## src/design/sync_queue.sv

```systemverilog
`timescale 1ns/1ps

module sync_queue #(
    parameter type payload_t = logic [31:0],
    parameter int  DEPTH     = 4
) (
    input  logic     clk,
    input  logic     n_rst,
    input  logic     push,
    input  payload_t din,
    input  logic     pop,
    output payload_t dout,
    output logic     full,
    output logic     empty,
    output logic     overflow
);
    localparam int PW = $clog2(DEPTH);

    payload_t        buffer [DEPTH];
    logic [PW-1:0]   rd_ptr, wr_ptr;
    logic [PW:0]     count;
    logic            do_push, do_pop;

    assign empty   = (count == 0);
    assign full    = (count == DEPTH);
    assign do_pop  = pop && !empty;
    assign do_push = push && (!full || do_pop); // A pop frees a slot in the same cycle
    assign dout    = buffer[rd_ptr];

    always_ff @(posedge clk) begin
        if (do_push) begin
            buffer[wr_ptr] <= din;
        end
    end

    always_ff @(posedge clk, negedge n_rst) begin
        if (!n_rst) begin
            rd_ptr   <= '0;
            wr_ptr   <= '0;
            count    <= '0;
            overflow <= 1'b0;
        end else begin
            if (do_push) begin
                wr_ptr <= (wr_ptr == PW'(DEPTH - 1)) ? '0 : wr_ptr + 1'b1;
            end
            if (do_pop) begin
                rd_ptr <= (rd_ptr == PW'(DEPTH - 1)) ? '0 : rd_ptr + 1'b1;
            end
            case ({do_push, do_pop})
                2'b10:   count <= count + 1'b1;
                2'b01:   count <= count - 1'b1;
                default: count <= count;
            endcase
            if (push && !do_push) begin
                overflow <= 1'b1;   // Payload dropped
            end else if (do_pop) begin
                overflow <= 1'b0;
            end
        end
    end

endmodule

```

## config.mk

```make
export PLATFORM = sky130hd
export DESIGN_NAME = sync_queue
export DESIGN_NICKNAME = d
export VERILOG_FILES = /design/src/design/sync_queue.sv
export SDC_FILE = /design/constraint.sdc
export NUM_CORES = 1
export LEC_CHECK = 0
export BUFFER_PORTS_ARGS = -buffer_cell sky130_fd_sc_hd__buf_2
export CAP_MARGIN = 20
export CORE_MARGIN = 10
export CORE_UTILIZATION = 45
export DETAILED_ROUTE_END_ITERATION = 10
export SLEW_MARGIN = 30
export SYNTH_ARGS = -nofsm -noshare
export SYNTH_HDL_FRONTEND = slang
export SYNTH_SLANG_ARGS = --single-unit
```

## constraint.sdc

```tcl
create_clock -name clk -period 2.6 [get_ports clk]
set_input_delay 0 -clock clk [delete_from_list [all_inputs] [get_ports clk]]
set_output_delay 0 -clock clk [all_outputs]
set_load 0.03 [all_outputs]
```

# Yosys cells after proc, flatten, opt, wreduce, memory -nomap -nowiden
# Memory sizes are Yosys's and may differ from the RTL's.
# Cells that the tools add are included.
[classes]
n_addsub = 4
n_eq_ne = 5
n_mux = 7
n_reduce_logical = 10
[ops]
columns = ["op", "n"]
rows = [
  ["$eq 2x2->1 const B", 3],
  ["$pmux 3 s2", 1],
  ["$add 2x1->2 const B", 2],
  ["$mux 1", 4],
  ["$mux 2", 2],
  ["$reduce_bool 2->1", 2],
  ["$add 3x1->3 const B", 1],
  ["$eq 3x3->1 const B", 1],
  ["$logic_and 1x1->1", 3],
  ["$logic_not 1->1", 3],
  ["$logic_not 3->1", 1],
  ["$sub 3x1->3 const B", 1],
  ["$eq 2x1->1 const B", 1],
  ["$logic_or 1x1->1", 1],
]
[word_totals]
ff_bits = 8
mem_bits_rw = 128
in_bits = 36
output_inout_bits = 35
word_cells = 31
n_memories = 1
[memory_table]
columns = ["memory", "words", "width", "read_ports", "rd_ports_with_merged_regs", "write_ports", "line_no", "rtl"]
rows = [
  ["buffer", 4, 32, 1, 0, 1, "19", "payload_t buffer [DEPTH];"],
]

# Logic depth before layout (Yosys ltp)
[logic_depth]
word_depth = 8
mapped_depth = 6
mapped_depth_nobuf = 6

# Least setup slack after synthesis
# OpenSTA, ideal clock, no wires.
[synth_path]
path_type = "reg2reg"
start = "register count[2]"
end = "memory buffer[3][0] in the netlist's numbering, enable pin"
setup_time_ns = 0.392
t_arrival_ns = 1.692
t_required_ns = 2.208
path_slack_ns = 0.516
stages_incl_launch_ff = 4
n_path_buf = 0
synth_period_minus_slack_ns = 2.084
path_cell_list = "dfrtp_1 > nor4b_2 > nor2b_1 > and2_1"
[synth_between]
elab_chain_cells = 7
word_cells_on_any_way = 9
classes_between = "eq/ne: 1; mux: 2; reduce/logical: 6"
[synth_rtl]
columns = ["element", "line_no", "rtl"]
rows = [
  ["start, declared", "21", "logic [PW:0] count;"],
  ["start signal, assigned", "50", "2'b10: count <= count + 1'b1;"],
  ["start signal, assigned", "51", "2'b01: count <= count - 1'b1;"],
  ["start signal, assigned", "52", "default: count <= count;"],
  ["$logic_not 3->1", "24", "assign empty = (count == 0);"],
  ["$logic_not 1->1", "26", "assign do_pop = pop && !empty;"],
  ["$logic_and 1x1->1", "26", ""],
  ["$logic_or 1x1->1 (*)", "27", "assign do_push = push && (!full || do_pop);"],
  ["$logic_and 1x1->1 (*)", "27", ""],
  ["$mux 1 (*)", "31", "if (do_push) begin"],
  ["$mux 1 (not written as such) (*)", "32", "buffer[wr_ptr] <= din;"],
  ["end, declared", "19", ""],
]
# Mark *: on every way between the ends. The rest lies on a longest branch, timed or not.

# Worst setup path in the final report
[layout_path]
start = "register count[0]"
end = "register count[2]"
[layout_between]
elab_chain_cells = 7
word_cells_on_any_way = 13
classes_between = "add/sub: 2; eq/ne: 3; mux: 1; reduce/logical: 7"
[layout_rtl]
columns = ["element", "line_no", "rtl"]
rows = [
  ["$logic_not 3->1", "24", ""],
  ["$logic_not 1->1", "26", ""],
  ["$logic_and 1x1->1", "26", ""],
  ["$logic_or 1x1->1", "27", ""],
  ["$logic_and 1x1->1", "27", ""],
  ["$eq 2x1->1 or $eq 2x2->1 (tied branches)", "49", "case ({do_push, do_pop})"],
  ["$pmux 3 s2 or $reduce_bool 2->1 (tied branches)", "--", ""],
]
# Several ways; a longest one is shown, not always the timed one.
# A chain may end at the register's enable or synchronous reset.

==> out/results.txt <==
Initial antenna violation count: 0
Synth Flop Type: edfxtp_1
Routability cong.: 0.7227
Count leader, synth: edfxtp_1
CTS tree: yes
Routed vias/inst: 5.046
Routed WL: 9.486 mm
Final Max Tran Viols: 0
Crit path max fanout: 7
Path type of the worst min-delay path: in2reg
HPWL Detailed: 6.039 mm
Hold slack: 0.02784 ns
Fin Setup TNS: 0 ns
Antenna diode count: 0
Routed Antenna Nets: 0
Gr usage total: 12.51%
Share of layout cells above drive strength 1: 42.42%
Clk sinks: 136
Die Area: 16140 um^2
Die width: 127.0 um
Clk slew on worst S/H paths: 0.05 ns
Area of placed instances: 5729 um^2
Worst Setup End Kind: flop
CP required: 2.94 ns
Num rows: 39
Final Instance Area: 6646 um^2
Synth Warn #: 0
Post-synthesis cell count: 219
Chip height: 127.0 um
# port buffers: 70
Clock Latency Late Sink: 0.41 ns
Number of global-route vias before repair: 2871
Clock buffer depth: 2
Layout Nets: 386
Final core utilization: 58.71%
Unrepaired setup endpoints after global routing: no
Post-CTS Resized: 0
Sequential fraction of the synthesis area: 78.45%
Global-route wire length before repair: 15.15 mm
Max Cap Viol: 0
Area Growth Syn to Fin: 28.93%
Syn Std Cell Area: 5155 um^2
Fin crit period: 2.080 ns
Synth Area in Compound Gates: 1.165%
Largest family of logic cells by synthesized area: multiplexers
Simple-gate share of the synthesized area: 2.087%
DRT iter0 DRCs: 127
Multiplexer share of the synthesized area: 14.85%
Worst Tran Pin Value: 0.5948 ns
Commonest cells post-synth: edfxtp_1 (128), mux4_2 (32), dfrtp_1 (8)
Final worst path period share: 80.01%
Clk_skew: 0.006088 ns
Worst slack at placement: 0.5499 ns
Area contributors post-synth: edfxtp_1 (75%), mux4_2 (14%), dfrtp_1 (3.9%), ha_1 (1.2%), mux2_2 (0.87%)
Synth cell types: 28
Peak supply drop: 0.6853 mV
Vias: 2518
Fin. Hold Viols: 0
DRC: 0
Ys async rst share: 5.882%
Post-synth top area share: 74.56%
Syn avg cell area: 23.54 um^2
Largest net degree at the start of global routing: 28
CP startpoint kind: flop
Post-Synth XOR/XNOR Area: 0.5097%
Core Area: 11320 um^2
Net Count, Synth: 261
I/O pin count: 71
Pre-Repair DR Iteration Count: 4
Fmax: 480.7 MHz
H-Tree Depth: 4
Finish-stage setup viols: 0
CTS root buf: clkbuf_16
Lkg Pwr: 2.381 nW
Setup ws final: 0.5198 ns
Fraction of the mapped netlist area in adder cells: 1.602%
GRT Residual Overflow: 0
Power Dens Cells: 1207 nW/um^2
Worst setup path category: reg2reg
Slew margin rel.: 60.35%
Initial Util: 45.53%
Worst Path Arrival: 2.42 ns
Flops & latches, synth: 136
Post-DR wirelength/cell: 19.01 um
Area leader, netlist: edfxtp_1
Status: finished clean
Num CTS Buffers: 17
EDFF count, synth: 128
==> routing by layer <==
metal,vias up,share of wire (%),GRT usage (%)
met5,-,0,0
met2,63,50,19.90
met3,15,6.0,4.963
met1,1273,42,14.33
li1,1167,-,-
met4,0,1.8,6.631
==> layout by cell type (no fill, tap or decap), types with 2 or more instances in the layout <==
cell           count
and2_2             4
buf_2             70
buf_4              9
bufinv_16          3
clkbuf_1           2
clkbuf_16         17
clkinv_1           3
clkinv_2           5
dfrtp_1            6
dfrtp_2            2
dlygate4sd3_1     35
edfxtp_1         128
ha_1               5
inv_1              5
mux2_2             4
mux4_2            32
nand3_1            2
nor2_1             3
o2111ai_1          2
xor2_1             3
==> through the flow <==
stage,power (mW),std cells
final,8.023,499
after global routing,8.452,499
after CTS,8.163,499
after detailed placement,5.823,433
after global placement,5.772,433
after floorplan,5.015,219
==> flip-flops by register name, indices dropped and copies added (netlist names) <==
register / cells
buffer: 128
wr_ptr: 2
count: 3
overflow: 1
rd_ptr: 2
==> timing repair <==
item	CTS	global route
hold endpoints to repair	137	0
hold buffers	35	0
setup buffers	0	0
==> worst max-delay path, cell delays in order (launching register included) <==
cell and delay (ns):
dfrtp_1 0.47, o31a_1 0.31, or2b_1 0.27, fa_1 0.38, nand2b_1 0.17, o32ai_2 0.24
xor2_1 0.16
==> cells by family after synthesis <==
| group | Yosys count |
|---|---|
| flip-flops | 136 |
| buffers and inverters | 14 |
| AND/OR/NAND/NOR | 17 |
| multiplexers | 36 |
| adder cells (fa/ha/maj) | 6 |
| XOR/XNOR | 3 |
| AO/OA/AOI/OAI | 7 |
==> power breakdown <==
part           leakage, nW  total (mW)  switching, mW  internal (mW)
clock network        0.279        2.28          0.797           1.48
logic                0.834        2.60           1.57           1.03
registers             1.27        3.15          0.252           2.90
total                 2.38        8.02           2.62           5.41
==> worst paths after layout <==
| check | slack, ns | cells after the start | from | end |
|---|---|---|---|---|
| min | 0.03 | 3 | pop | count[0] |
| min in group asynchronous | 0.57 | 3 | n_rst | count[2] |
| max reg2reg | 0.52 | 6 | count[0] | count[2] |
| max in group asynchronous | 1.72 | 3 | n_rst | rd_ptr[0] |
| max | 0.52 | 6 | count[0] | count[2] |
| min reg2reg | 0.49 | 2 | overflow | overflow |
==> final cells by class <==
| type | instances | area, um^2 |
|---|---|---|
| Clock buffer | 19 | 432.9 |
| Timing Repair Buffer | 115 | 788.3 |
| Sequential cell | 136 | 4046 |
| Inverter | 5 | 18.77 |
| Tap cell | 143 | 178.9 |
| Multi-Input combinational cell | 69 | 1047 |
| Fill cell | 847 | 4674 |
| Clock inverter | 12 | 133.9 |
Note: power is estimated with default switching activity, not from simulation.
