**src/include/endpoint_settings.svh**
```systemverilog
`ifndef ENDPOINT_SETTINGS_SVH
`define ENDPOINT_SETTINGS_SVH

// Sizes
`define NUM_MSGS    4
`define CACHE_WORDS 128
`define CACHE_AW    7
`define SEND_DEPTH  4
`define REQ_DEPTH   4

// Host address map, each cache region spans CACHE_WORDS*4 bytes
`define START_BASE  32'h0000_0000
`define SEND_ADDR   32'h0000_1004
`define TX_BASE     32'h0000_2000
`define RX_BASE     32'h0000_3000
`define REQ_ADDR    32'h0000_3400

`endif

```
**src/design/packet_pkg.sv**
```systemverilog
`include "endpoint_settings.svh"

package packet_pkg;

    typedef logic [$clog2(`NUM_MSGS)-1:0] msg_id_t;

    // Header word layout, destination sits in bits 31..24 and is not used here
    localparam int LEN_LSB  = 0;
    localparam int LEN_W    = 8;
    localparam int META_LSB = 8;
    localparam int META_W   = 7;

    typedef struct packed {
        logic [`CACHE_AW-1:0] start;    // Word address in the receive cache
        logic [LEN_W-1:0]     length;   // Words received, header included
        logic [META_W-1:0]    metadata;
        logic                 crc_error;
        logic                 overflow; // Packet ran past the cache size
    } rx_record_t;

    // Layout of a record as the host reads it at REQ_ADDR
    function automatic logic [31:0] pack_record(rx_record_t rec, logic queue_ovf);
        return {1'b1, rec.overflow | queue_ovf, rec.crc_error, rec.metadata,
                rec.length, rec.start, 7'b0};
    endfunction

endpackage

```
**src/design/rx_engine.sv**
```systemverilog
`timescale 1ns/1ps
`include "endpoint_settings.svh"

module rx_engine (
    input  logic                   clk,
    input  logic                   n_rst,
    input  logic                   link_rx_valid,
    input  logic [31:0]            link_rx_data,
    input  logic                   link_rx_last,
    output logic                   rxc_wen,
    output logic [`CACHE_AW-1:0]   rxc_waddr,
    output logic [31:0]            rxc_wdata,
    output logic                   rx_busy,
    output logic                   req_push,
    output packet_pkg::rx_record_t req_record
);
    logic                              in_pkt;
    logic [`CACHE_AW-1:0]              wptr, pkt_start, start_next;
    logic [8:0]                        count, count_next;
    logic [packet_pkg::META_W-1:0]     meta, meta_next;
    logic [31:0]                       csum, csum_next;

    // The first word of a packet restarts every accumulator
    always_comb begin
        if (in_pkt) begin
            start_next = pkt_start;
            count_next = count + 1'b1;
            meta_next  = meta;
            csum_next  = csum ^ link_rx_data;
        end else begin
            start_next = wptr;
            count_next = 9'd1;
            meta_next  = link_rx_data[packet_pkg::META_LSB +: packet_pkg::META_W];
            csum_next  = link_rx_data;
        end
    end

    assign rxc_wen   = link_rx_valid;
    assign rxc_waddr = wptr;
    assign rxc_wdata = link_rx_data;
    assign rx_busy   = link_rx_valid | in_pkt | req_push;

    always_ff @(posedge clk, negedge n_rst) begin
        if (!n_rst) begin
            in_pkt    <= 1'b0;
            wptr      <= '0;
            pkt_start <= '0;
            count     <= '0;
            meta      <= '0;
            csum      <= '0;
            req_push  <= 1'b0;
        end else begin
            req_push <= link_rx_valid & link_rx_last;
            if (link_rx_valid) begin
                wptr      <= wptr + 1'b1;   // Wraps inside the cache
                in_pkt    <= ~link_rx_last;
                pkt_start <= start_next;
                count     <= count_next;
                meta      <= meta_next;
                csum      <= csum_next;
            end
        end
    end

    always_ff @(posedge clk) begin
        if (link_rx_valid && link_rx_last) begin
            req_record.start     <= start_next;
            req_record.length    <= count_next[packet_pkg::LEN_W-1:0];
            req_record.metadata  <= meta_next;
            req_record.crc_error <= |csum_next;     // Words must XOR to zero
            req_record.overflow  <= (count_next > `CACHE_WORDS);
        end
    end

endmodule

```
**config.mk**
```make
export PLATFORM = sky130hd
export DESIGN_NAME = rx_engine
export DESIGN_NICKNAME = d
export VERILOG_FILES = /design/src/design/packet_pkg.sv /design/src/design/rx_engine.sv
export VERILOG_INCLUDE_DIRS = /design/src /design/src/include
export SDC_FILE = /design/constraint.sdc
export NUM_CORES = 1
export LEC_CHECK = 0
export BUFFER_PORTS_ARGS = -buffer_cell sky130_fd_sc_hd__buf_2
export CAP_MARGIN = 10
export CORE_ASPECT_RATIO = 1.25
export CORE_UTILIZATION = 45
export CTS_BUF_LIST = sky130_fd_sc_hd__clkbuf_4 sky130_fd_sc_hd__clkbuf_8
export DETAILED_ROUTE_END_ITERATION = 8
export GPL_TIMING_DRIVEN = 0
export PLACE_DENSITY = 0.68
export SLEW_MARGIN = 10
export SYNTH_ARGS = -nofsm -noshare
export SYNTH_HDL_FRONTEND = slang
export SYNTH_SLANG_ARGS = --single-unit
```
**constraint.sdc**
```tcl
create_clock -name clk -period 3.15 [get_ports clk]
set_input_delay 0 -clock clk [delete_from_list [all_inputs] [get_ports clk]]
set_output_delay 0 -clock clk [all_outputs]
set_load 0.05 [all_outputs]
```
# Yosys cells after proc, flatten, opt, wreduce, memory -nomap -nowiden
# Index checks and enable logic that the tools add are counted.
# W data, S select, Z words.
# word_totals
ff_bits	88
input_bits	36
out_inout_bits	66
# classes
add_sub_neg	2
order_cmp	1
muxes	4
n_bitwise	5
n_reduce_logical	2
# ops
cell	n
$mux W32	1
$reduce_or A32 Y1	1
$xor A32 B32 Y32	1
$mux W7	2
$add A9 B1 Y9 const B	1
$gt A9 B8 Y1 const B	1
$mux W9	1
$add A7 B1 Y7 const B	1
$or A1 B1 Y1	2
$and A1 B1 Y1	1
$logic_and A1 B1 Y1	1
$not A1 Y1	1

# Depth between registers and ports, before layout
# logic_depth
ltp_word	3
depth_mapped	7
ltp_nobuf	6

# Worst setup path before layout
# OpenSTA, ideal clock, no wires.
# synth_timing
path_type	register -> register
from	reg count[0]
to	reg req_record[0] (netlist name) (data pin)
setup_time_ns	0.256
t_arrival_ns	1.804
setup_slack_ns	1.090
path_stages_with_launch	6
period_less_slack_ns	2.060
cell_sequence	dfrtp_1 > ha_1 > xor2_1 > or4_1 > or4_1 > a22o_1
# synth_via
elab_chain_len	3
# synth_rtl
item	line_no	rtl
from (decl)	rx_engine.sv:19	logic [8:0] count, count_next;
from (signal assigned)	rx_engine.sv:58	count <= count_next;
$add A9 B1 Y9	rx_engine.sv:27	count_next = count + 1'b1;
$mux W9	rx_engine.sv:25	if (in_pkt) begin
$gt A9 B8 Y1 (no line)	n/a	
to (decl)	rx_engine.sv:15	output packet_pkg::rx_record_t req_record
# Every way passes these cells.
# A chain may end at the register's enable or synchronous reset.

# Worst setup path after layout
# layout_timing
from	reg in_pkt
to	reg req_record[1] (netlist name) (data pin)
# layout_via
elab_chain_len	2
# layout_rtl
item	line_no	rtl
from (decl)	rx_engine.sv:17	logic in_pkt;
from (signal assigned)	rx_engine.sv:56	in_pkt <= ~link_rx_last;
$mux W32	rx_engine.sv:25	
$reduce_or A32 Y1	rx_engine.sv:70	req_record.crc_error <= |csum_next;
# Every way passes these cells.

==> results.json <==
{
  "cts_sinks": 88,
  "fin_crit_sh_pct": 76.4,
  "synth.distinct_cells": 42,
  "worstPathRequired_ns": 3.24,
  "rows": 41,
  "syn-cell-area_um2": 4760,
  "endpoint_kind": "flip-flop",
  "grt_pass1_wl_um": 19100,
  "wl_um": 11800,
  "rsz0062_at_grt": "false",
  "initialDrtViolationCount": 164,
  "ys.warnings.count": 0,
  "crit_fanout": 10,
  "fp.dieArea_um2": 11000,
  "max_cap_violations": 0,
  "synth_nets": 494,
  "ant_nets": 0,
  "cts-resized-gates": 0,
  "preCtsSetupSlack_ns": 0.737,
  "utilization_pct": 58.5,
  "die_h_um": 117,
  "drive_above_1_share_pct": 32.8,
  "syn_avg_cell_area_um2": 10.4,
  "synth-edff-count": 24,
  "vias_per_cell": 5.66,
  "tightest_slew_ns": 0.676,
  "hold_viol": 0,
  "initial_utilization_pct": 46.6,
  "diodes": 0,
  "top_layer": "met4",
  "crit_arrival_ns": 2.50,
  "grt_pass1_vias": 3907,
  "met1_length_um": 4940,
  "track_usage_pct": 22.7,
  "globalRoute.totalOverflow": 0,
  "skew_ns": 0.00839,
  "remaining_drc_errors": 0,
  "powerDensity_nw_per_um2": 606,
  "tns_ns": 0,
  "slew_viol_final": 0,
  "ys_seq_area_share_pct": 48.8,
  "cts_tree": "built",
  "critPathLaunchType": "flip-flop",
  "clock_path_buffers": 2,
  "synth_ff_type": "dfrtp_1",
  "register_area_um2": 2320,
  "core_um2": 10200,
  "synth-async-reset-ratio_pct": 72.7,
  "grt_max_degree": 50,
  "status": "finished clean",
  "multiInputGateArea_um2": 2060,
  "cts_buffers": 9,
  "syn2layout_area_growth_pct": 25.3,
  "die-width_um": 94.0,
  "fillers": 881,
  "leakagePower_uw": 0.00250,
  "grt_antenna_before_repair": 0,
  "cts-htree-levels": 3,
  "setup_slack_ns": 0.745,
  "clk_latency_ns": 0.37,
  "fin_nets": 639,
  "holdWs_ns": 0.0291,
  "dr_wl_met3_um": 751,
  "syn_inst": 456,
  "io_pins": 102,
  "cts.clk_slew.worst_paths_ns": 0.09,
  "period_needed_ns": 2.41,
  "setup_viol": 0,
  "min_path_type": "primary input to asynchronous set/reset pin",
  "cts_root_buf": "clkbuf_8",
  "max-vdd-ir-drop_v": 0.000253,
  "ys_ff_latch": 88,
  "routabilityCongestion": 0.812,
  "critPathKind": "flip-flop to flip-flop",
  "port_buffers": 100,
  "drt-pass1-iter-count": 4,
  "slew_headroom_pct": 54.9,
  "avgRoutedWirePerCell_um": 16.0,
  "vias": 4158,
  "max_freq_mhz": 416,
  "hpwl_um": 7960,
  "wl_met2_um": 5740
}
==> cell usage after synthesis, types with 2 or more instances <==
cell | number | area (um^2)
o21ai_0 | 36 | 180
or3_1 | 2 | 12.5
clkbuf_8 | 2 | 27.5
ha_1 | 2 | 25.0
o21a_1 | 8 | 60.1
nand4_1 | 3 | 18.8
nand4b_1 | 14 | 123
and2_1 | 4 | 25.0
or4_1 | 2 | 15.0
xnor2_1 | 6 | 52.6
edfxtp_1 | 24 | 721
nor4_1 | 3 | 18.8
mux2_2 | 36 | 405
nand3_1 | 32 | 160
nor3_1 | 8 | 40.0
a311oi_1 | 7 | 61.3
a21boi_2 | 2 | 22.5
mux2i_1 | 2 | 20.0
xor2_1 | 19 | 166
nor2_1 | 21 | 78.8
dfrtp_1 | 64 | 1600
buf_2 | 2 | 10.0
clkbuf_1 | 16 | 60.1
o22ai_1 | 18 | 113
buf_4 | 33 | 248
nor4bb_1 | 2 | 20.0
or3_2 | 2 | 15.0
a21oi_1 | 65 | 325
nand2_1 | 8 | 30.0
==> what timing repair did <==
| action | CTS | global route |
|---|---|---|
| setup buffers | 0 | 0 |
| hold endpoints to repair | 96 | 0 |
| hold buffers | 33 | 0 |
| setup endpoints to repair | 0 | 0 |
==> per-stage QoR <==
step	power, uW	instances	instance area, um^2
after floorplan	2530	456	4760
after global placement	2800	685	5420
after detailed placement	2860	686	5450
after CTS	3630	735	5970
after global routing	3830	735	5970
final	3620	735	5970
==> layout by cell type (no fill, tap or decap), types with 18 or more instances in the layout <==
cell           Yosys  routed
buf_2              2     101
nor2_1            21      21
mux2_2            36      36
o21ai_0           36      36
xor2_1            19      19
dfrtp_1           64      64
a21oi_1           65      65
o22ai_1           18      18
edfxtp_1          24      24
buf_4             33      34
nand3_1           32      32
dlygate4sd3_1      0      33
==> worst max-delay path: stages (launching register included) <==
cell	delay (ns)
dfrtp_1	0.43
clkbuf_8	0.20
clkbuf_1	0.42
nand4b_1	0.16
o22ai_1	0.20
o22ai_1	0.12
nor4_1	0.41
nand3_1	0.17
==> sequential cells by signal (all words and copies together), names as in the netlist <==
name / cells
csum: 32
req_push: 1
meta: 7
in_pkt: 1
req_record: 24
rxc_waddr: 7
pkt_start: 7
count: 9
==> kinds of logic (layout without fill, tap and decap cells) <==
logic type / Yosys count / after routing / share of synthesized area (%)
AO/OA/AOI/OAI: 141 / 141 / 16.9
AND/OR/NAND/NOR: 105 / 105 / 12.3
flip-flops: 88 / 88 / 48.8
buffers and inverters: 57 / 207 / 7.96
multiplexers: 38 / 38 / 8.93
XOR/XNOR: 25 / 25 / 4.60
adder cells (fa/ha/maj): 2 / 2 / 0.525
==> per-layer routing <==
metal	track usage, %	vias to the layer above
met5	0	-
met4	11.4	0
met2	38.0	167
li1	-	1967
met1	28.5	1993
met3	3.94	31
==> report_power, final <==
group          total [uW]  internal, uW  switching [uW]
Sequential           1650          1430             220
Clock                 746           344             402
Combinational        1220           475             742
Total                3620          2250            1360
==> layout make-up <==
cell class	instances	share of cell area (%)
inverter	1	0.0629
buffer	56	6.29
clock buffer	13	2.79
clock inverter	3	0.273
multi-input combinational	311	34.5
timing repair buffer	134	14.4
tap	129	2.70
sequential	88	38.9
==> path summary, 6_finish.rpt <==
kind	startpoint	to	slack, ns	cells past startpoint
setup / recovery	in_pkt	req_record[1]	0.74	7
hold / removal	n_rst	csum[4]	0.03	2
setup reg to reg	in_pkt	req_record[1]	0.74	7
hold reg to reg	meta[5]	meta[5]	0.51	1
max in group asynchronous	n_rst	meta[1]	2.59	3
min in group clk	link_rx_valid	rxc_waddr[4]	0.08	3
Note: power is estimated with default switching activity, not from simulation.
