### src/include/endpoint_settings.svh
`ifndef ENDPOINT_SETTINGS_SVH
`define ENDPOINT_SETTINGS_SVH

// Sizes
`define NUM_MSGS    4
`define CACHE_WORDS 128
`define CACHE_AW    7
`define SEND_DEPTH  4
`define REQ_DEPTH   4

// Host address map, each cache region spans CACHE_WORDS*4 bytes
`define START_BASE  32'h0000_0000
`define SEND_ADDR   32'h0000_1004
`define TX_BASE     32'h0000_2000
`define RX_BASE     32'h0000_3000
`define REQ_ADDR    32'h0000_3400

`endif

### src/design/packet_pkg.sv
`include "endpoint_settings.svh"

package packet_pkg;

    typedef logic [$clog2(`NUM_MSGS)-1:0] msg_id_t;

    // Header word layout, destination sits in bits 31..24 and is not used here
    localparam int LEN_LSB  = 0;
    localparam int LEN_W    = 8;
    localparam int META_LSB = 8;
    localparam int META_W   = 7;

    typedef struct packed {
        logic [`CACHE_AW-1:0] start;    // Word address in the receive cache
        logic [LEN_W-1:0]     length;   // Words received, header included
        logic [META_W-1:0]    metadata;
        logic                 crc_error;
        logic                 overflow; // Packet ran past the cache size
    } rx_record_t;

    // Layout of a record as the host reads it at REQ_ADDR
    function automatic logic [31:0] pack_record(rx_record_t rec, logic queue_ovf);
        return {1'b1, rec.overflow | queue_ovf, rec.crc_error, rec.metadata,
                rec.length, rec.start, 7'b0};
    endfunction

endpackage

### src/design/tx_engine.sv
`timescale 1ns/1ps
`include "endpoint_settings.svh"

module tx_engine (
    input  logic                                clk,
    input  logic                                n_rst,
    input  logic                                send_empty,
    output logic                                send_pop,
    input  packet_pkg::msg_id_t                 send_head,
    input  logic [`NUM_MSGS-1:0][`CACHE_AW-1:0] start_addr,
    output logic                                tx_rd_req,
    output logic [`CACHE_AW-1:0]                tx_rd_addr,
    input  logic [31:0]                         tx_rd_data,
    input  logic                                tx_rd_stall,
    output logic                                link_tx_valid,
    output logic [31:0]                         link_tx_data,
    output logic                                link_tx_last
);
    typedef enum logic [1:0] { IDLE, HEADER, STREAM } state_e;

    state_e                        state, next_state;
    logic [`CACHE_AW-1:0]          addr, next_addr;
    logic [packet_pkg::LEN_W-1:0]  remaining, next_remaining;
    logic [packet_pkg::LEN_W-1:0]  hdr_len;

    assign hdr_len      = tx_rd_data[packet_pkg::LEN_LSB +: packet_pkg::LEN_W];
    assign tx_rd_addr   = addr;
    assign link_tx_data = tx_rd_data;

    always_ff @(posedge clk, negedge n_rst) begin
        if (!n_rst) begin
            state     <= IDLE;
            addr      <= '0;
            remaining <= '0;
        end else begin
            state     <= next_state;
            addr      <= next_addr;
            remaining <= next_remaining;
        end
    end

    always_comb begin
        next_state     = state;
        next_addr      = addr;
        next_remaining = remaining;
        send_pop       = 1'b0;
        tx_rd_req      = 1'b0;
        link_tx_valid  = 1'b0;
        link_tx_last   = 1'b0;
        case (state)
            IDLE: begin
                if (!send_empty) begin
                    send_pop   = 1'b1;
                    next_addr  = start_addr[send_head];
                    next_state = HEADER;
                end
            end
            HEADER: begin
                tx_rd_req = 1'b1;
                if (!tx_rd_stall) begin
                    link_tx_valid = 1'b1;
                    next_addr     = addr + 1'b1;    // Wraps inside the cache
                    if (hdr_len <= 1) begin
                        link_tx_last = 1'b1;        // Zero length goes out as header only
                        next_state   = IDLE;
                    end else begin
                        next_remaining = hdr_len - 1'b1;
                        next_state     = STREAM;
                    end
                end
            end
            STREAM: begin
                tx_rd_req      = 1'b1;
                link_tx_valid  = 1'b1;
                next_addr      = addr + 1'b1;
                next_remaining = remaining - 1'b1;
                if (remaining == 1) begin
                    link_tx_last = 1'b1;
                    next_state   = IDLE;
                end
            end
            default: next_state = IDLE;
        endcase
    end

endmodule

### config.mk
export PLATFORM = sky130hd
export DESIGN_NAME = tx_engine
export DESIGN_NICKNAME = d
export VERILOG_FILES = /design/src/design/packet_pkg.sv /design/src/design/tx_engine.sv
export VERILOG_INCLUDE_DIRS = /design/src /design/src/include
export SDC_FILE = /design/constraint.sdc
export NUM_CORES = 1
export LEC_CHECK = 0
export ABC_AREA = 1
export BUFFER_PORTS_ARGS = -buffer_cell sky130_fd_sc_hd__buf_4
export CORE_MARGIN = 4
export CORE_UTILIZATION = 48
export DETAILED_ROUTE_END_ITERATION = 8
export HOLD_SLACK_MARGIN = 0.15
export PLACE_DENSITY_LB_ADDON = 0.08
export SLEW_MARGIN = 0
export SYNTH_ARGS = -nofsm -noshare
export SYNTH_HDL_FRONTEND = slang
export SYNTH_SLANG_ARGS = --single-unit
export TNS_END_PERCENT = 10
### constraint.sdc
create_clock -name clk -period 2.5 [get_ports clk]
set_input_delay 0.25 -clock clk [delete_from_list [all_inputs] [get_ports clk]]
set_output_delay 0.25 -clock clk [all_outputs]
set_load 0.01 [all_outputs]
## Word level (Yosys, flattened, before mapping)

Cells that the tools add are included.
Widths: inputs -> output; s select.

| operators by class | value |
|---|---|
| add/sub/neg operators | 3 |
| order comparisons | 2 |
| equal/unequal tests | 7 |
| muxes and demuxes | 22 |
| reductions and logical operators | 7 |

Operator list:

| operator | count |
|---|---|
| $mux 7 | 3 |
| $pmux 7 s3 | 1 |
| $mux 8 | 2 |
| $pmux 8 s2 | 1 |
| $sub 8x1->8 const B | 2 |
| $bmux 7 s2 | 1 |
| $reduce_and 3->1 | 3 |
| $eq 8x1->1 const B | 1 |
| $le 8x1->1 const B | 1 |
| $mux 2 | 4 |
| $ne 2x2->1 const B | 4 |
| $add 7x1->7 const B | 1 |
| $mux 1 | 7 |
| $pmux 2 s3 | 1 |
| $pmux 1 s2 | 2 |
| $lt 2x3->1 const B | 1 |
| $reduce_bool 3->1 | 1 |
| $eq 2x1->1 const B | 1 |
| $eq 2x2->1 const B | 1 |
| $logic_not 2->1 | 1 |
| $reduce_bool 2->1 | 1 |
| $reduce_or 2->1 | 1 |

| word-level totals | value |
|---|---|
| register bits after elaboration | 17 |
| input bits | 66 |
| output and inout bits | 43 |
| logic and storage cells | 44 |

## Longest topological paths before layout

| depth | value |
|---|---|
| depth in word-level cells | 4 |
| depth in mapped cells | 9 |
| gate-level depth less buffers | 9 |

## Worst setup path before layout

OpenSTA, ideal clock, no wires.

| timing | value |
|---|---|
| path kind | register to output |
| start | register state[0] |
| end | output link_tx_last |
| arrival time | 1.283 ns |
| data required time | 2.250 ns |
| setup slack | 0.967 ns |
| cell stages (with the launch flop) | 6 |
| path buffers | 1 |
| cell sequence | dfrtp_1 > inv_1 > ha_1 > buf_2 > inv_1 > a21oi_1 |

| on the way | value |
|---|---|
| longest elaborated chain between the ends | 2 |
| elaborated cells between the ends (all ways) | 3 |

Ends and longest elaborated chain:

| item | line | RTL |
|---|---|---|
| start, declared | tx_engine.sv:21 | `state_e state, next_state;` |
| start signal, assigned | tx_engine.sv:36 | `state <= next_state;` |
| $eq 2x2->1 / $eq 2x1->1 (equally long branches) | tx_engine.sv:50 | `case (state)` |
| $pmux 1 s2 * | tx_engine.sv:50 |  |
| end, declared | tx_engine.sv:17 | `output logic link_tx_last` |

Every way passes the cells marked *; elsewhere a longest branch is shown, timed or not.

## Worst setup path after layout

Same ends and word-level chain as after synthesis.

==> impl_metrics.csv <==
group,metric,value,unit
cts,clk_path_buf_depth,2,
power_and_ir_drop,p_clk_share,10.0,%
synthesis,post-synth-top-count-cell,"nand2_1",
timing,finalSetupViolCount,0,
finish,finish.utilization,58.4,%
setup_path,start_kind,"register",
drt,ant_nets,0,
synthesis,syn_inst,295,
synthesis,ys_warn_count,0,
timing,setup_tns,0,ps
synthesis,synth_seq_cells,17,
synthesis,synth_nets,370,
floorplan,pin_count,109,
drt,drcViolationCount,0,
cts,cts_setup_buffers,0,
cts,cts.clk_slew.worst_paths,70,ps
finish,fin_nets,398,
min_path,whs_path_depth,4,
cts,cts_resized,0,
timing,fin_skew,3.18,ps
power_and_ir_drop,p_leak,1.18,nW
finish,antenna_cells,0,
power_and_ir_drop,switchingPower,1.05,mW
place,dp.cells,365,
min_path,holdPathEnd,"remaining[0]",
setup_path,critPathKind,"register to output port",
global_routing,globalRouteOverflowTotal,0,
drt,drt_wl_total,4510,µm
setup_path,crit_required,2250,ps
floorplan,fp.coreArea,3720,µm²
cts,numCtsBuffers,3,
global_routing,grt_pass1_vias,1675,
finish,syn_to_final_growth,15.4,%
timing,timing.final.crit_share,81.1,%
global_routing,antenna_found_initial,0,
floorplan,rows,22,
power_and_ir_drop,pwr-share-comb,62.8,%
power_and_ir_drop,sw_frac_of_total,49.4,%
synthesis,ys.flop_type,"dfrtp_1",
finish,drive_gt1_share,23.0,%
synthesis,synth_area,1880,µm²
drt,vias,1852,
setup_path,r2r_end,"remaining[2]",
synthesis,synth_area_leaders,"dfrtp_1 23%, nand2_1 17%, buf_4 14%",
status,outcome,"complete, no violations",
timing,max_slew_margin,69.8,%
setup_path,rr_startpoint,"state[0]",
global_routing,grtUsageTotal,18.0,%
setup_path,endpoint_kind,"output port",
timing,clock.fmax,0.493,GHz
floorplan,die_y,70.6,µm
synthesis,avgSynthCellArea,6.37,µm²
synthesis,yosysTopAreaCellShare,22.6,%
synthesis,yosysUniqueCellTypes,24,
timing,slew_viol_final,0,
timing,hold_violations,0,
drt,drt_iter0_drc,85,
synthesis,yosys-top-cells-count,"87 x nand2_1, 38 x nand3_1, 35 x buf_4, 31 x inv_1, 21 x nor2_1",
floorplan,dieWidth,70.6,µm
place,gp_congestion,0.871,
drt,wl_per_cell,12.2,µm
cts,ctsHtreeMaxLevel,1,
power_and_ir_drop,p_per_area,977,nW/µm²
synthesis,synth_edf_count,0,
place,dp.final_hpwl,3670,µm
cts,tritoncts,"done",
setup_path,rrSetupSlack,800,ps
setup_path,critPathMaxFanout,11,
finish,fillers,398,
cts,root_buffer,"clkbuf_8",
power_and_ir_drop,total_power,2.12,mW
cts,clk_latency,260,ps
power_and_ir_drop,vdd_ir_drop_max,0.641,mV
power_and_ir_drop,seqPwrFrac,27.3,%
place,numPortBuffers,60,
timing,tightest_slew,453,ps
cts,clock_sinks,17,
synthesis,yosysSeqAreaShare,22.6,%
synthesis,synthArstFlopShare,100,%
synthesis,yosysTopAreaCell,"dfrtp_1",
timing,rsz0062_at_grt,"no",
drt,drtPass1Iterations,4,
setup_path,rr_worst_depth,6,
setup_path,critical_path_arrival,1780,ps
drt,viasPerCell,5.01,
flow_run,cap_viol_max_count,0,
finish,fin_cells,370,
min_path,min-delay-path-class,"primary input to register",
timing,fin_crit,2030,ps
floorplan,initial_core_util,50.6,%
min_path,min-delay-start,"tx_rd_data[0]",
global_routing,grt_max_degree,18,
power_and_ir_drop,internal_power,1.07,mW
floorplan,die_area,4980,µm²
global_routing,grt_pass1_wl,7500,µm
critical path, cell delays in order (launching register included):
cell and delay (ps):
dfrtp_1 390, inv_1 80, ha_1 490, inv_1 230
a21oi_1 190, buf_4 150
flip-flops by register name, indices dropped and copies added, names as in the netlist:
name and count:
remaining 8, tx_rd_addr 7, state 2
cell families (layout without fill, tap and decap cells):
kind of cell	count (synthesis)	after routing	synth area share, %
compound gates	35	35	10.6
mux	1	1	0.533
buf+inv	72	99	21.6
simple gates	156	156	36.4
fa+ha+maj	9	9	5.99
xor+xnor	5	5	2.33
flops	17	17	22.6
worst max-delay path by stage:
stage	slack [ps]	cells after the start	from	to
4_1_cts	460	5	state[1]	link_tx_last
6_report	470	5	state[0]	link_tx_last
5_1_grt	350	5	state[0]	link_tx_last
3_5_place_dp	760	5	state[0]	link_tx_last
2_1_floorplan	970	5	state[0]	link_tx_last
3_3_place_gp	760	5	state[0]	link_tx_last
cell usage in the layout, fill, tap and decap left out, types with 2 or more instances in the layout:
master,instances
nand2_4,2
xor2_1,3
dfrtp_1,17
ha_1,9
a21oi_1,10
buf_4,60
inv_1,31
nor2_1,21
nand3_1,38
nand2_1,87
nor2_4,3
xnor2_1,2
o21bai_1,2
nand4_1,4
clkbuf_8,3
inv_2,3
o21ai_0,14
o21ai_1,5
per-layer routing:
metal	track usage, %	vias to the layer above	wire (µm)
met5	0	-	0
met4	3.76	0	35
met3	4.40	4	294
met2	27.1	59	2000
met1	26.3	826	2170
li1	-	963	-
area by class of cell:
type	instances	area [µm²]	area share, %
Sequential cell	17	425	19.6
Clock inverter	1	5.00	0.231
Inverter	34	128	5.89
Multi-Input combinational cell	206	1050	48.4
Tap cell	48	60.1	2.77
Clock buffer	3	41.3	1.90
Timing Repair Buffer	61	460	21.2
per-stage QoR:
stage                     worst slack (ps)  hold slack (ps)  instance area (µm²)
final                                  473              324                 2170
after global routing                   348              354                 2170
after CTS                              465              319                 2170
after detailed placement               757              132                 2110
after global placement                 756              131                 2110
after floorplan                        967            -45.6                 1880
what timing repair did:
action / 4_1_cts / 5_1_grt
hold buffers: 1 / 0
endpoints found under the setup margin: 0 / 0
endpoints found under the hold margin: 17 / 0
power groups by stage:
| stage | Clock (mW) | Sequential, mW | Combinational (mW) |
|---|---|---|---|
| 6_report | 0.211 | 0.578 | 1.33 |
| 5_1_grt | 0.230 | 0.599 | 1.52 |
| 4_1_cts | 0.215 | 0.576 | 1.34 |
| 3_5_place_dp | 0 | 0.580 | 1.34 |
| 3_3_place_gp | 0 | 0.573 | 1.32 |
| 2_1_floorplan | 0 | 0.569 | 0.962 |
No activity file was read; power rests on OpenSTA's default activity.
