==> config.mk <==
export PLATFORM = sky130hd
export DESIGN_NAME = bus_decode
export DESIGN_NICKNAME = d
export VERILOG_FILES = /design/src/design/bus_pkg.sv /design/src/design/packet_pkg.sv /design/src/design/bus_decode.sv
export VERILOG_INCLUDE_DIRS = /design/src /design/src/include
export SDC_FILE = /design/constraint.sdc
export NUM_CORES = 1
export LEC_CHECK = 0
export BUFFER_PORTS_ARGS = -buffer_cell sky130_fd_sc_hd__buf_2
export CAP_MARGIN = 20
export CELL_PAD_IN_SITES_DETAIL_PLACEMENT = 0
export CELL_PAD_IN_SITES_GLOBAL_PLACEMENT = 1
export CORE_AREA = 2 2 128 130
export CTS_CLUSTER_DIAMETER = 40
export DETAILED_ROUTE_END_ITERATION = 7
export DIE_AREA = 0 0 130 132
export PLACE_DENSITY_LB_ADDON = 0.3
export SETUP_SLACK_MARGIN = 0.05
export SLEW_MARGIN = 5
export SYNTH_ARGS = -nofsm -noshare
export SYNTH_HDL_FRONTEND = slang
export SYNTH_SLANG_ARGS = --single-unit
==> constraint.sdc <==
create_clock -name clk -period 7.8 [get_ports clk]
set_input_delay 1.56 -clock clk [delete_from_list [all_inputs] [get_ports clk]]
set_output_delay 1.56 -clock clk [all_outputs]
set_load 0.005 [all_outputs]
==> src/include/endpoint_settings.svh <==
`ifndef ENDPOINT_SETTINGS_SVH
`define ENDPOINT_SETTINGS_SVH

// Sizes
`define NUM_MSGS    4
`define CACHE_WORDS 128
`define CACHE_AW    7
`define SEND_DEPTH  4
`define REQ_DEPTH   4

// Host address map, each cache region spans CACHE_WORDS*4 bytes
`define START_BASE  32'h0000_0000
`define SEND_ADDR   32'h0000_1004
`define TX_BASE     32'h0000_2000
`define RX_BASE     32'h0000_3000
`define REQ_ADDR    32'h0000_3400

`endif

==> src/design/bus_pkg.sv <==
package bus_pkg;

    // Decoded host bus region
    typedef enum logic [2:0] {
        START    = 3'd0,
        SEND     = 3'd1,
        TX_CACHE = 3'd2,
        RX_CACHE = 3'd3,
        REQ      = 3'd4,
        NONE     = 3'd5
    } region_e;

    // Who drives the transmit cache read port
    typedef enum logic {
        BUS    = 1'b0,
        ENGINE = 1'b1
    } owner_e;

endpackage

==> src/design/packet_pkg.sv <==
`include "endpoint_settings.svh"

package packet_pkg;

    typedef logic [$clog2(`NUM_MSGS)-1:0] msg_id_t;

    // Header word layout, destination sits in bits 31..24 and is not used here
    localparam int LEN_LSB  = 0;
    localparam int LEN_W    = 8;
    localparam int META_LSB = 8;
    localparam int META_W   = 7;

    typedef struct packed {
        logic [`CACHE_AW-1:0] start;    // Word address in the receive cache
        logic [LEN_W-1:0]     length;   // Words received, header included
        logic [META_W-1:0]    metadata;
        logic                 crc_error;
        logic                 overflow; // Packet ran past the cache size
    } rx_record_t;

    // Layout of a record as the host reads it at REQ_ADDR
    function automatic logic [31:0] pack_record(rx_record_t rec, logic queue_ovf);
        return {1'b1, rec.overflow | queue_ovf, rec.crc_error, rec.metadata,
                rec.length, rec.start, 7'b0};
    endfunction

endpackage

==> src/design/bus_decode.sv <==
`timescale 1ns/1ps
`include "endpoint_settings.svh"

module bus_decode (
    input  logic                                clk,
    input  logic                                n_rst,
    input  logic [31:0]                         bus_addr,
    input  logic                                bus_wen,
    input  logic                                bus_ren,
    input  logic [31:0]                         bus_wdata,
    input  logic [3:0]                          bus_strobe,
    output logic [31:0]                         bus_rdata,
    output logic                                bus_error,
    output logic                                bus_stall,
    output logic                                send_push,
    output packet_pkg::msg_id_t                 send_id,
    input  logic                                send_full,
    output logic                                req_pop,
    input  packet_pkg::rx_record_t              req_head,
    input  logic                                req_empty,
    input  logic                                req_overflow,
    output logic                                txc_wen,
    output logic [`CACHE_AW-1:0]                txc_waddr,
    output logic [31:0]                         txc_wdata,
    output logic [3:0]                          txc_strobe,
    output logic [`CACHE_AW-1:0]                txc_raddr,
    input  logic [31:0]                         txc_rdata,
    output logic [`CACHE_AW-1:0]                rxc_raddr,
    input  logic [31:0]                         rxc_rdata,
    input  logic                                tx_rd_req,
    input  logic [`CACHE_AW-1:0]                tx_rd_addr,
    output logic [31:0]                         tx_rd_data,
    output logic                                tx_rd_stall,
    output logic [`NUM_MSGS-1:0][`CACHE_AW-1:0] start_addr,
    input  logic                                rx_busy
);
    bus_pkg::region_e                region;
    bus_pkg::owner_e                 owner;
    logic [`CACHE_AW-1:0]            word_addr;
    logic [$clog2(`NUM_MSGS)-1:0]    start_idx;

    assign word_addr = bus_addr[2 +: `CACHE_AW];
    assign start_idx = bus_addr[2 +: $clog2(`NUM_MSGS)];

    always_comb begin
        if ((bus_addr - `START_BASE) < 4 * `NUM_MSGS)           region = bus_pkg::START;
        else if (bus_addr == `SEND_ADDR)                       region = bus_pkg::SEND;
        else if ((bus_addr - `TX_BASE) < 4 * `CACHE_WORDS)     region = bus_pkg::TX_CACHE;
        else if ((bus_addr - `RX_BASE) < 4 * `CACHE_WORDS)     region = bus_pkg::RX_CACHE;
        else if (bus_addr == `REQ_ADDR)                        region = bus_pkg::REQ;
        else                                                   region = bus_pkg::NONE;
    end

    always_ff @(posedge clk, negedge n_rst) begin
        if (!n_rst) begin
            start_addr <= '0;
            owner      <= bus_pkg::BUS;
        end else begin
            owner <= tx_rd_req ? bus_pkg::ENGINE : bus_pkg::BUS;
            if (region == bus_pkg::START && bus_wen) begin
                start_addr[start_idx] <= bus_wdata[2 +: `CACHE_AW]; // Word aligned
            end
        end
    end

    // Transmit cache ports
    assign txc_waddr   = word_addr;
    assign txc_wdata   = bus_wdata;
    assign txc_strobe  = bus_strobe;
    assign txc_raddr   = (owner == bus_pkg::ENGINE) ? tx_rd_addr : word_addr;
    assign tx_rd_data  = txc_rdata;
    assign tx_rd_stall = (owner != bus_pkg::ENGINE);
    assign rxc_raddr   = word_addr;
    assign send_id     = bus_wdata[$clog2(`NUM_MSGS)-1:0];

    always_comb begin
        bus_rdata = 32'hBAD1BAD1;
        bus_error = 1'b0;
        bus_stall = 1'b0;
        send_push = 1'b0;
        req_pop   = 1'b0;
        txc_wen   = 1'b0;
        case (region)
            bus_pkg::START: begin
                bus_rdata = {{(30 - `CACHE_AW){1'b0}}, start_addr[start_idx], 2'b00};
            end
            bus_pkg::SEND: begin
                if (bus_wen) begin
                    if (bus_wdata >= `NUM_MSGS) bus_error = 1'b1;
                    else if (send_full)         bus_stall = 1'b1;
                    else                        send_push = 1'b1;
                end
            end
            bus_pkg::TX_CACHE: begin
                if (owner == bus_pkg::ENGINE) begin
                    bus_stall = bus_wen | bus_ren;  // Engine is streaming a packet
                end else begin
                    txc_wen   = bus_wen;
                    bus_rdata = txc_rdata;
                end
            end
            bus_pkg::RX_CACHE: begin
                if (bus_wen)      bus_error = 1'b1;
                else if (rx_busy) bus_stall = bus_ren;
                else              bus_rdata = rxc_rdata;
            end
            bus_pkg::REQ: begin
                if (bus_wen) begin
                    bus_error = 1'b1;
                end else begin
                    bus_rdata = req_empty ? {1'b0, req_overflow, 30'b0}
                                          : packet_pkg::pack_record(req_head, req_overflow);
                    req_pop   = bus_ren & ~req_empty;
                end
            end
            default: bus_error = bus_wen | bus_ren;
        endcase
    end

endmodule

==> Yosys cells after proc, flatten, opt, wreduce, memory -nomap -nowiden <==
Cells that the tools add are included.
{ "totals": {"word_cells": 66, "output_inout_bits": 157, "register_bits": 29} }
{ "classes": {"eq_ne": 6, "addsub": 2, "n_lt_le_gt_ge": 6, "n_reduce_logical": 5, "mux": 37, "bitwise_logic": 5} }
{ "op_table": {"columns": ["operator", "n"], "rows": [
  ["$mux 32", 5],
  ["$pmux 32 s4", 1],
  ["$lt 32x10->1 const B", 2],
  ["$sub 32x14->32 const B", 2],
  ["$eq 32x13->1 const B", 1],
  ["$eq 32x14->1 const B", 1],
  ["$ge 32x3->1 const B", 1],
  ["$lt 32x5->1 const B", 1],
  ["$bwmux 28", 1],
  ["$mux 7", 3],
  ["$mux 1", 19],
  ["$bmux 7 s2", 1],
  ["$demux 7 s2", 1],
  ["$mux 3", 4],
  ["$eq 3x2->1 const B", 2],
  ["$pmux 1 s3", 2],
  ["$reduce_or 2->1", 2],
  ["$eq 3x1->1 const B", 1],
  ["$eq 3x3->1 const B", 1],
  ["$logic_not 3->1", 1],
  ["$lt 2x3->1 const B", 1],
  ["$ge 2x1->1 const B", 1],
  ["$logic_and 1x1->1", 2],
  ["$not 1->1", 2],
  ["2 further kinds", 3]
]} }

==> Depth between registers and ports, before layout <==
{ "logic_depth": {"depth_word": 9, "ltp_mapped": 11, "mapped_depth_nobuf": 9} }

==> Worst setup path after synthesis <==
No wires, ideal clock.
{ "synth_timing": {"path_type": "input to output", "startpoint": "input bus_addr[17]", "endpoint": "output bus_rdata[0]", "arrival_time_ns": 3.619, "path_stages": 10, "path_slack_ns": 2.621, "path_cell_list": "buf_6 -> nor4_4 -> nand2_2 -> o41a_1 -> o32a_1 -> or3_1 -> buf_2 -> a21oi_4 -> buf_6 -> o211ai_2"} }
{ "synth_via": {"elab_chain_cells": 8, "word_cells_on_any_way": 17, "cone_classes": "add/sub: 2; order compare: 3; eq/ne: 5; mux: 6; reduce/logical: 1"} }
{ "synth_rtl": {"columns": ["element", "line", "text"], "rows": [
  ["from (decl)", "bus_decode.sv:7", "input logic [31:0] bus_addr,"],
  ["$sub 32x14->32 (no line) or $eq 32x14->1 (tied branches)", null, null],
  ["$lt 32x10->1 (no line) or $mux 1 (tied branches)", null, null],
  ["$mux 3", "bus_decode.sv:49", "else if ((bus_addr - `RX_BASE) < 4 * `CACHE_WORDS) region = bus_pkg::RX_CACHE;"],
  ["$mux 3", "bus_decode.sv:48", "else if ((bus_addr - `TX_BASE) < 4 * `CACHE_WORDS) region = bus_pkg::TX_CACHE;"],
  ["$mux 3", "bus_decode.sv:47", "else if (bus_addr == `SEND_ADDR) region = bus_pkg::SEND;"],
  ["$mux 3 (*)", "bus_decode.sv:46", "if ((bus_addr - `START_BASE) < 4 * `NUM_MSGS) region = bus_pkg::START;"],
  ["$eq 3x3->1 (tied with other cells)", "bus_decode.sv:83", "case (region)"],
  ["$pmux 32 s4 (*)", "bus_decode.sv:83", null],
  ["to (decl)", "bus_decode.sv:12", "output logic [31:0] bus_rdata,"]
]} }
Every way passes the cells marked *; elsewhere a longest branch is shown, timed or not.

==> Worst setup path in the final report <==
{ "layout_timing": {"startpoint": "input bus_addr[14]", "endpoint": "output bus_rdata[0]"} }
The elaborated chain is that of the path after synthesis.

==> impl_metrics.toml <==
[worst_hold_path]
worst_hold_path.num_cells = 1
hold-path-endpoint = "start_addr[23]"
min_path_type = "reg2reg"
hold_start = "start_addr[23]"

[setup_path]
timing.rr.start = "start_addr[1]"
critical_path.startpoint = "bus_addr[14]"
internal_reg_to_reg_setup_slack_ns = 7.01
critPathKind = "in2out"
cp_data_required_time_ns = 6.24
r2r-end = "start_addr[1]"
critPathArrivalTime_ns = 4.50
startpoint_type = "input port"
timing.reg2reg.worst_path_depth = 1
end_kind = "primary output"
worstPathMaxFanout = 18

[die]
core_region_area_um2 = 15700
die_area_um2 = 17200
row_count = 46
boundaryPins = 329
dieHeight_um = 132
dieWidth_um = 130
floorplan.initialDensity_pct = 22.3

[yosys]
netlist-cell-type-count = 56
synth-edff-count = 0
synthesis.yosys.warnings = 0
ys.flop_type = "sky130_fd_sc_hd__dfrtp_1"
synth_fp_nets = 592
syn_inst = 418
ys_ff_latch = 29
synth.cell_area_um2 = 3510
asyncSetResetFlopFracSynth_pct = 100
synthesis.area_per_instance_um2 = 8.39
yosysSeqAreaShare_pct = 20.7

[grt]
grt_first_pass_wirelength_um = 22200
vias_in_the_first_global_route = 3976
grt_start_max_net_pins = 30
grt_overflow_total = 0
grt_use_total_pct = 16.6
antenna_violations_before_repair = 3

[clock_network]
max-clock-path-buffers = 2
root_buf_cell = "sky130_fd_sc_hd__clkbuf_16"
worstSkewPairLatency_ns = 0.27
cts-htree-levels = 2
clk_transition_reported_paths_ns = 0.05
post-cts-setup-buffer-count = 0
tritoncts = "built"
clock-sinks = 29
cts_hold_repair.buffers = 0
cts_buffers = 5
post_cts.resized_instances = 0

[sta]
hold_viol = 0
rsz0062_at_grt = "false"
period_minus_slack_ns = 6.06
worst_pin_slew_ns = 1.05
tns_ns = 0
report.final.setup_viol = 0
fmaxAchievable_mhz = 165
clock_skew_ns = 0
slew-limit-headroom_pct = 29.4
period_share_pct = 77.7
slew_violations = 0

[route]
number_of_detailed_route_iterations_in_the_first_pass = 4
number_of_nets_with_antenna_violations_after_routing = 0
avgRoutedWirePerCell_um = 18.0
detail_route.vias_per_cell = 4.72
detailroute.via_count = 4027
detail_route.iter0.violations = 211
detail_route.drc_violations = 0
postRouteWirelength_um = 15400

[run]
max_cap_violations = 0

[status]
status = "complete, no violations"

[cells_and_area]
finalCoreUtilization_pct = 30.3
final_layout_size_suffix_gt1_share_pct = 60.1
final_nets = 809
final_cells = 853
syn_to_final_growth_pct = 35.8

[power]
power_density_nw_per_um2 = 95.1
power.leakage_nw = 2.40
vdd_ir_drop_max_uv = 138

[place]
count_of_buffers_from_port_buffering = 314
dp.final_hpwl_um = 12600
placed_instances = 844
gp_congestion = 0.852
[worst max-delay path by stage]
| stage | end | slack [ns] |
|---|---|---|
| floorplan | bus_rdata[0] | 2.62 |
| global placement | bus_rdata[0] | 1.69 |
| detailed placement | bus_rdata[0] | 1.66 |
| CTS | bus_rdata[0] | 1.67 |
| global route | bus_rdata[0] | 1.44 |
| finish | bus_rdata[0] | 1.74 |
[synth_stat cells (all sizes together) (2+ instances only)]
master	n	share of area [%]
a22o	4	1.0
nand2b	2	0.36
mux4	7	4.5
o31a	2	0.50
nand3	9	1.3
ha	2	0.71
a21o	3	0.64
xnor2	2	0.50
a31oi	2	0.36
nor2b	3	0.54
nor2	68	7.4
a32oi	9	2.2
nand4	8	1.4
dfrtp	29	21
o21ai	6	0.86
a21oi	20	3.2
nor4b	2	0.50
mux2	35	11
or4	2	0.43
xor2	2	0.50
or3	6	1.1
nor3	15	2.3
o211ai	18	5.3
clkbuf	12	1.3
buf	94	20
nor4	15	3.3
o2bb2ai	8	2.0
and3	2	0.36
a221o	2	0.57
a211o	2	0.50
inv	6	0.64
nand2	7	0.82
[metal layers]
metal,GRT usage (%),routed length (um),vias up
met3,3.81,1160,21
met4,2.33,119,4
met2,28.4,7460,175
met1,21.7,6600,1933
li1,-,-,1894
met5,0,23,-
[where the power goes]
| group | total, mW | internal [mW] | switching, mW |
|---|---|---|---|
| logic | 0.122 | 0.0583 | 0.0635 |
| clock network | 0.179 | 0.118 | 0.0607 |
| registers | 0.152 | 0.151 | 0.00120 |
[per-stage QoR]
step | setup WS [ns] | cell area, um^2 | power (mW) | hold slack (ns)
6_report | 1.74 | 4760 | 0.453 | 0.524
5_1_grt | 1.44 | 4760 | 0.476 | 0.544
4_1_cts | 1.67 | 4760 | 0.457 | 0.532
3_5_place_dp | 1.66 | 4620 | 0.277 | 0.519
3_3_place_gp | 1.69 | 4620 | 0.276 | 0.510
2_1_floorplan | 2.62 | 3510 | 0.221 | 0.521
[registers in the layout (all words and copies together), names as in the netlist]
| register | cells |
|---|---|
| owner | 1 |
| start_addr | 28 |
[layout by cell type (no fill, tap or decap), types with 3 or more instances in the layout]
master / n
sky130_fd_sc_hd__mux2_2: 35
sky130_fd_sc_hd__a21o_1: 3
sky130_fd_sc_hd__a32oi_1: 9
sky130_fd_sc_hd__nand4_1: 8
sky130_fd_sc_hd__mux4_2: 7
sky130_fd_sc_hd__inv_1: 6
sky130_fd_sc_hd__nand3_1: 9
sky130_fd_sc_hd__a21oi_1: 19
sky130_fd_sc_hd__o211ai_1: 8
sky130_fd_sc_hd__or3_1: 6
sky130_fd_sc_hd__dfrtp_1: 29
sky130_fd_sc_hd__nor2_1: 66
sky130_fd_sc_hd__o21ai_0: 6
sky130_fd_sc_hd__clkbuf_16: 5
sky130_fd_sc_hd__buf_2: 314
sky130_fd_sc_hd__nand2_1: 6
sky130_fd_sc_hd__nor4_1: 13
sky130_fd_sc_hd__nor3_1: 14
sky130_fd_sc_hd__a22o_1: 4
sky130_fd_sc_hd__o211ai_2: 10
sky130_fd_sc_hd__clkbuf_1: 3
sky130_fd_sc_hd__o2bb2ai_1: 8
sky130_fd_sc_hd__nor2b_1: 3
[critical path, stage by stage]
cell and delay [ns]:
sky130_fd_sc_hd__buf_2 0.16, sky130_fd_sc_hd__inv_1 0.08, sky130_fd_sc_hd__ha_1 0.22, sky130_fd_sc_hd__a2111oi_0 0.50
sky130_fd_sc_hd__xor2_1 0.15, sky130_fd_sc_hd__nor3_1 0.18, sky130_fd_sc_hd__and3_1 0.53, sky130_fd_sc_hd__nor3_1 0.15
sky130_fd_sc_hd__a21oi_4 0.57, sky130_fd_sc_hd__o211ai_2 0.21, sky130_fd_sc_hd__buf_2 0.19
[kinds of logic after synthesis]
family	synth area share, %
compound gates	18.9
xor+xnor	0.999
fa+ha+maj	0.713
buf+inv	21.8
flops	20.7
mux	15.7
simple gates	21.1
[final cells by class]
cell class              instances  area [um^2]
multi-input cells             276         2020
flip-flops and latches         29          726
inverters                       7         26.3
clock buffers                   8          136
fillers                      1739        10900
repair buffers                316         1590
well taps                     216          270
diodes                          1         2.50
No activity file was read; power rests on OpenSTA's default activity.
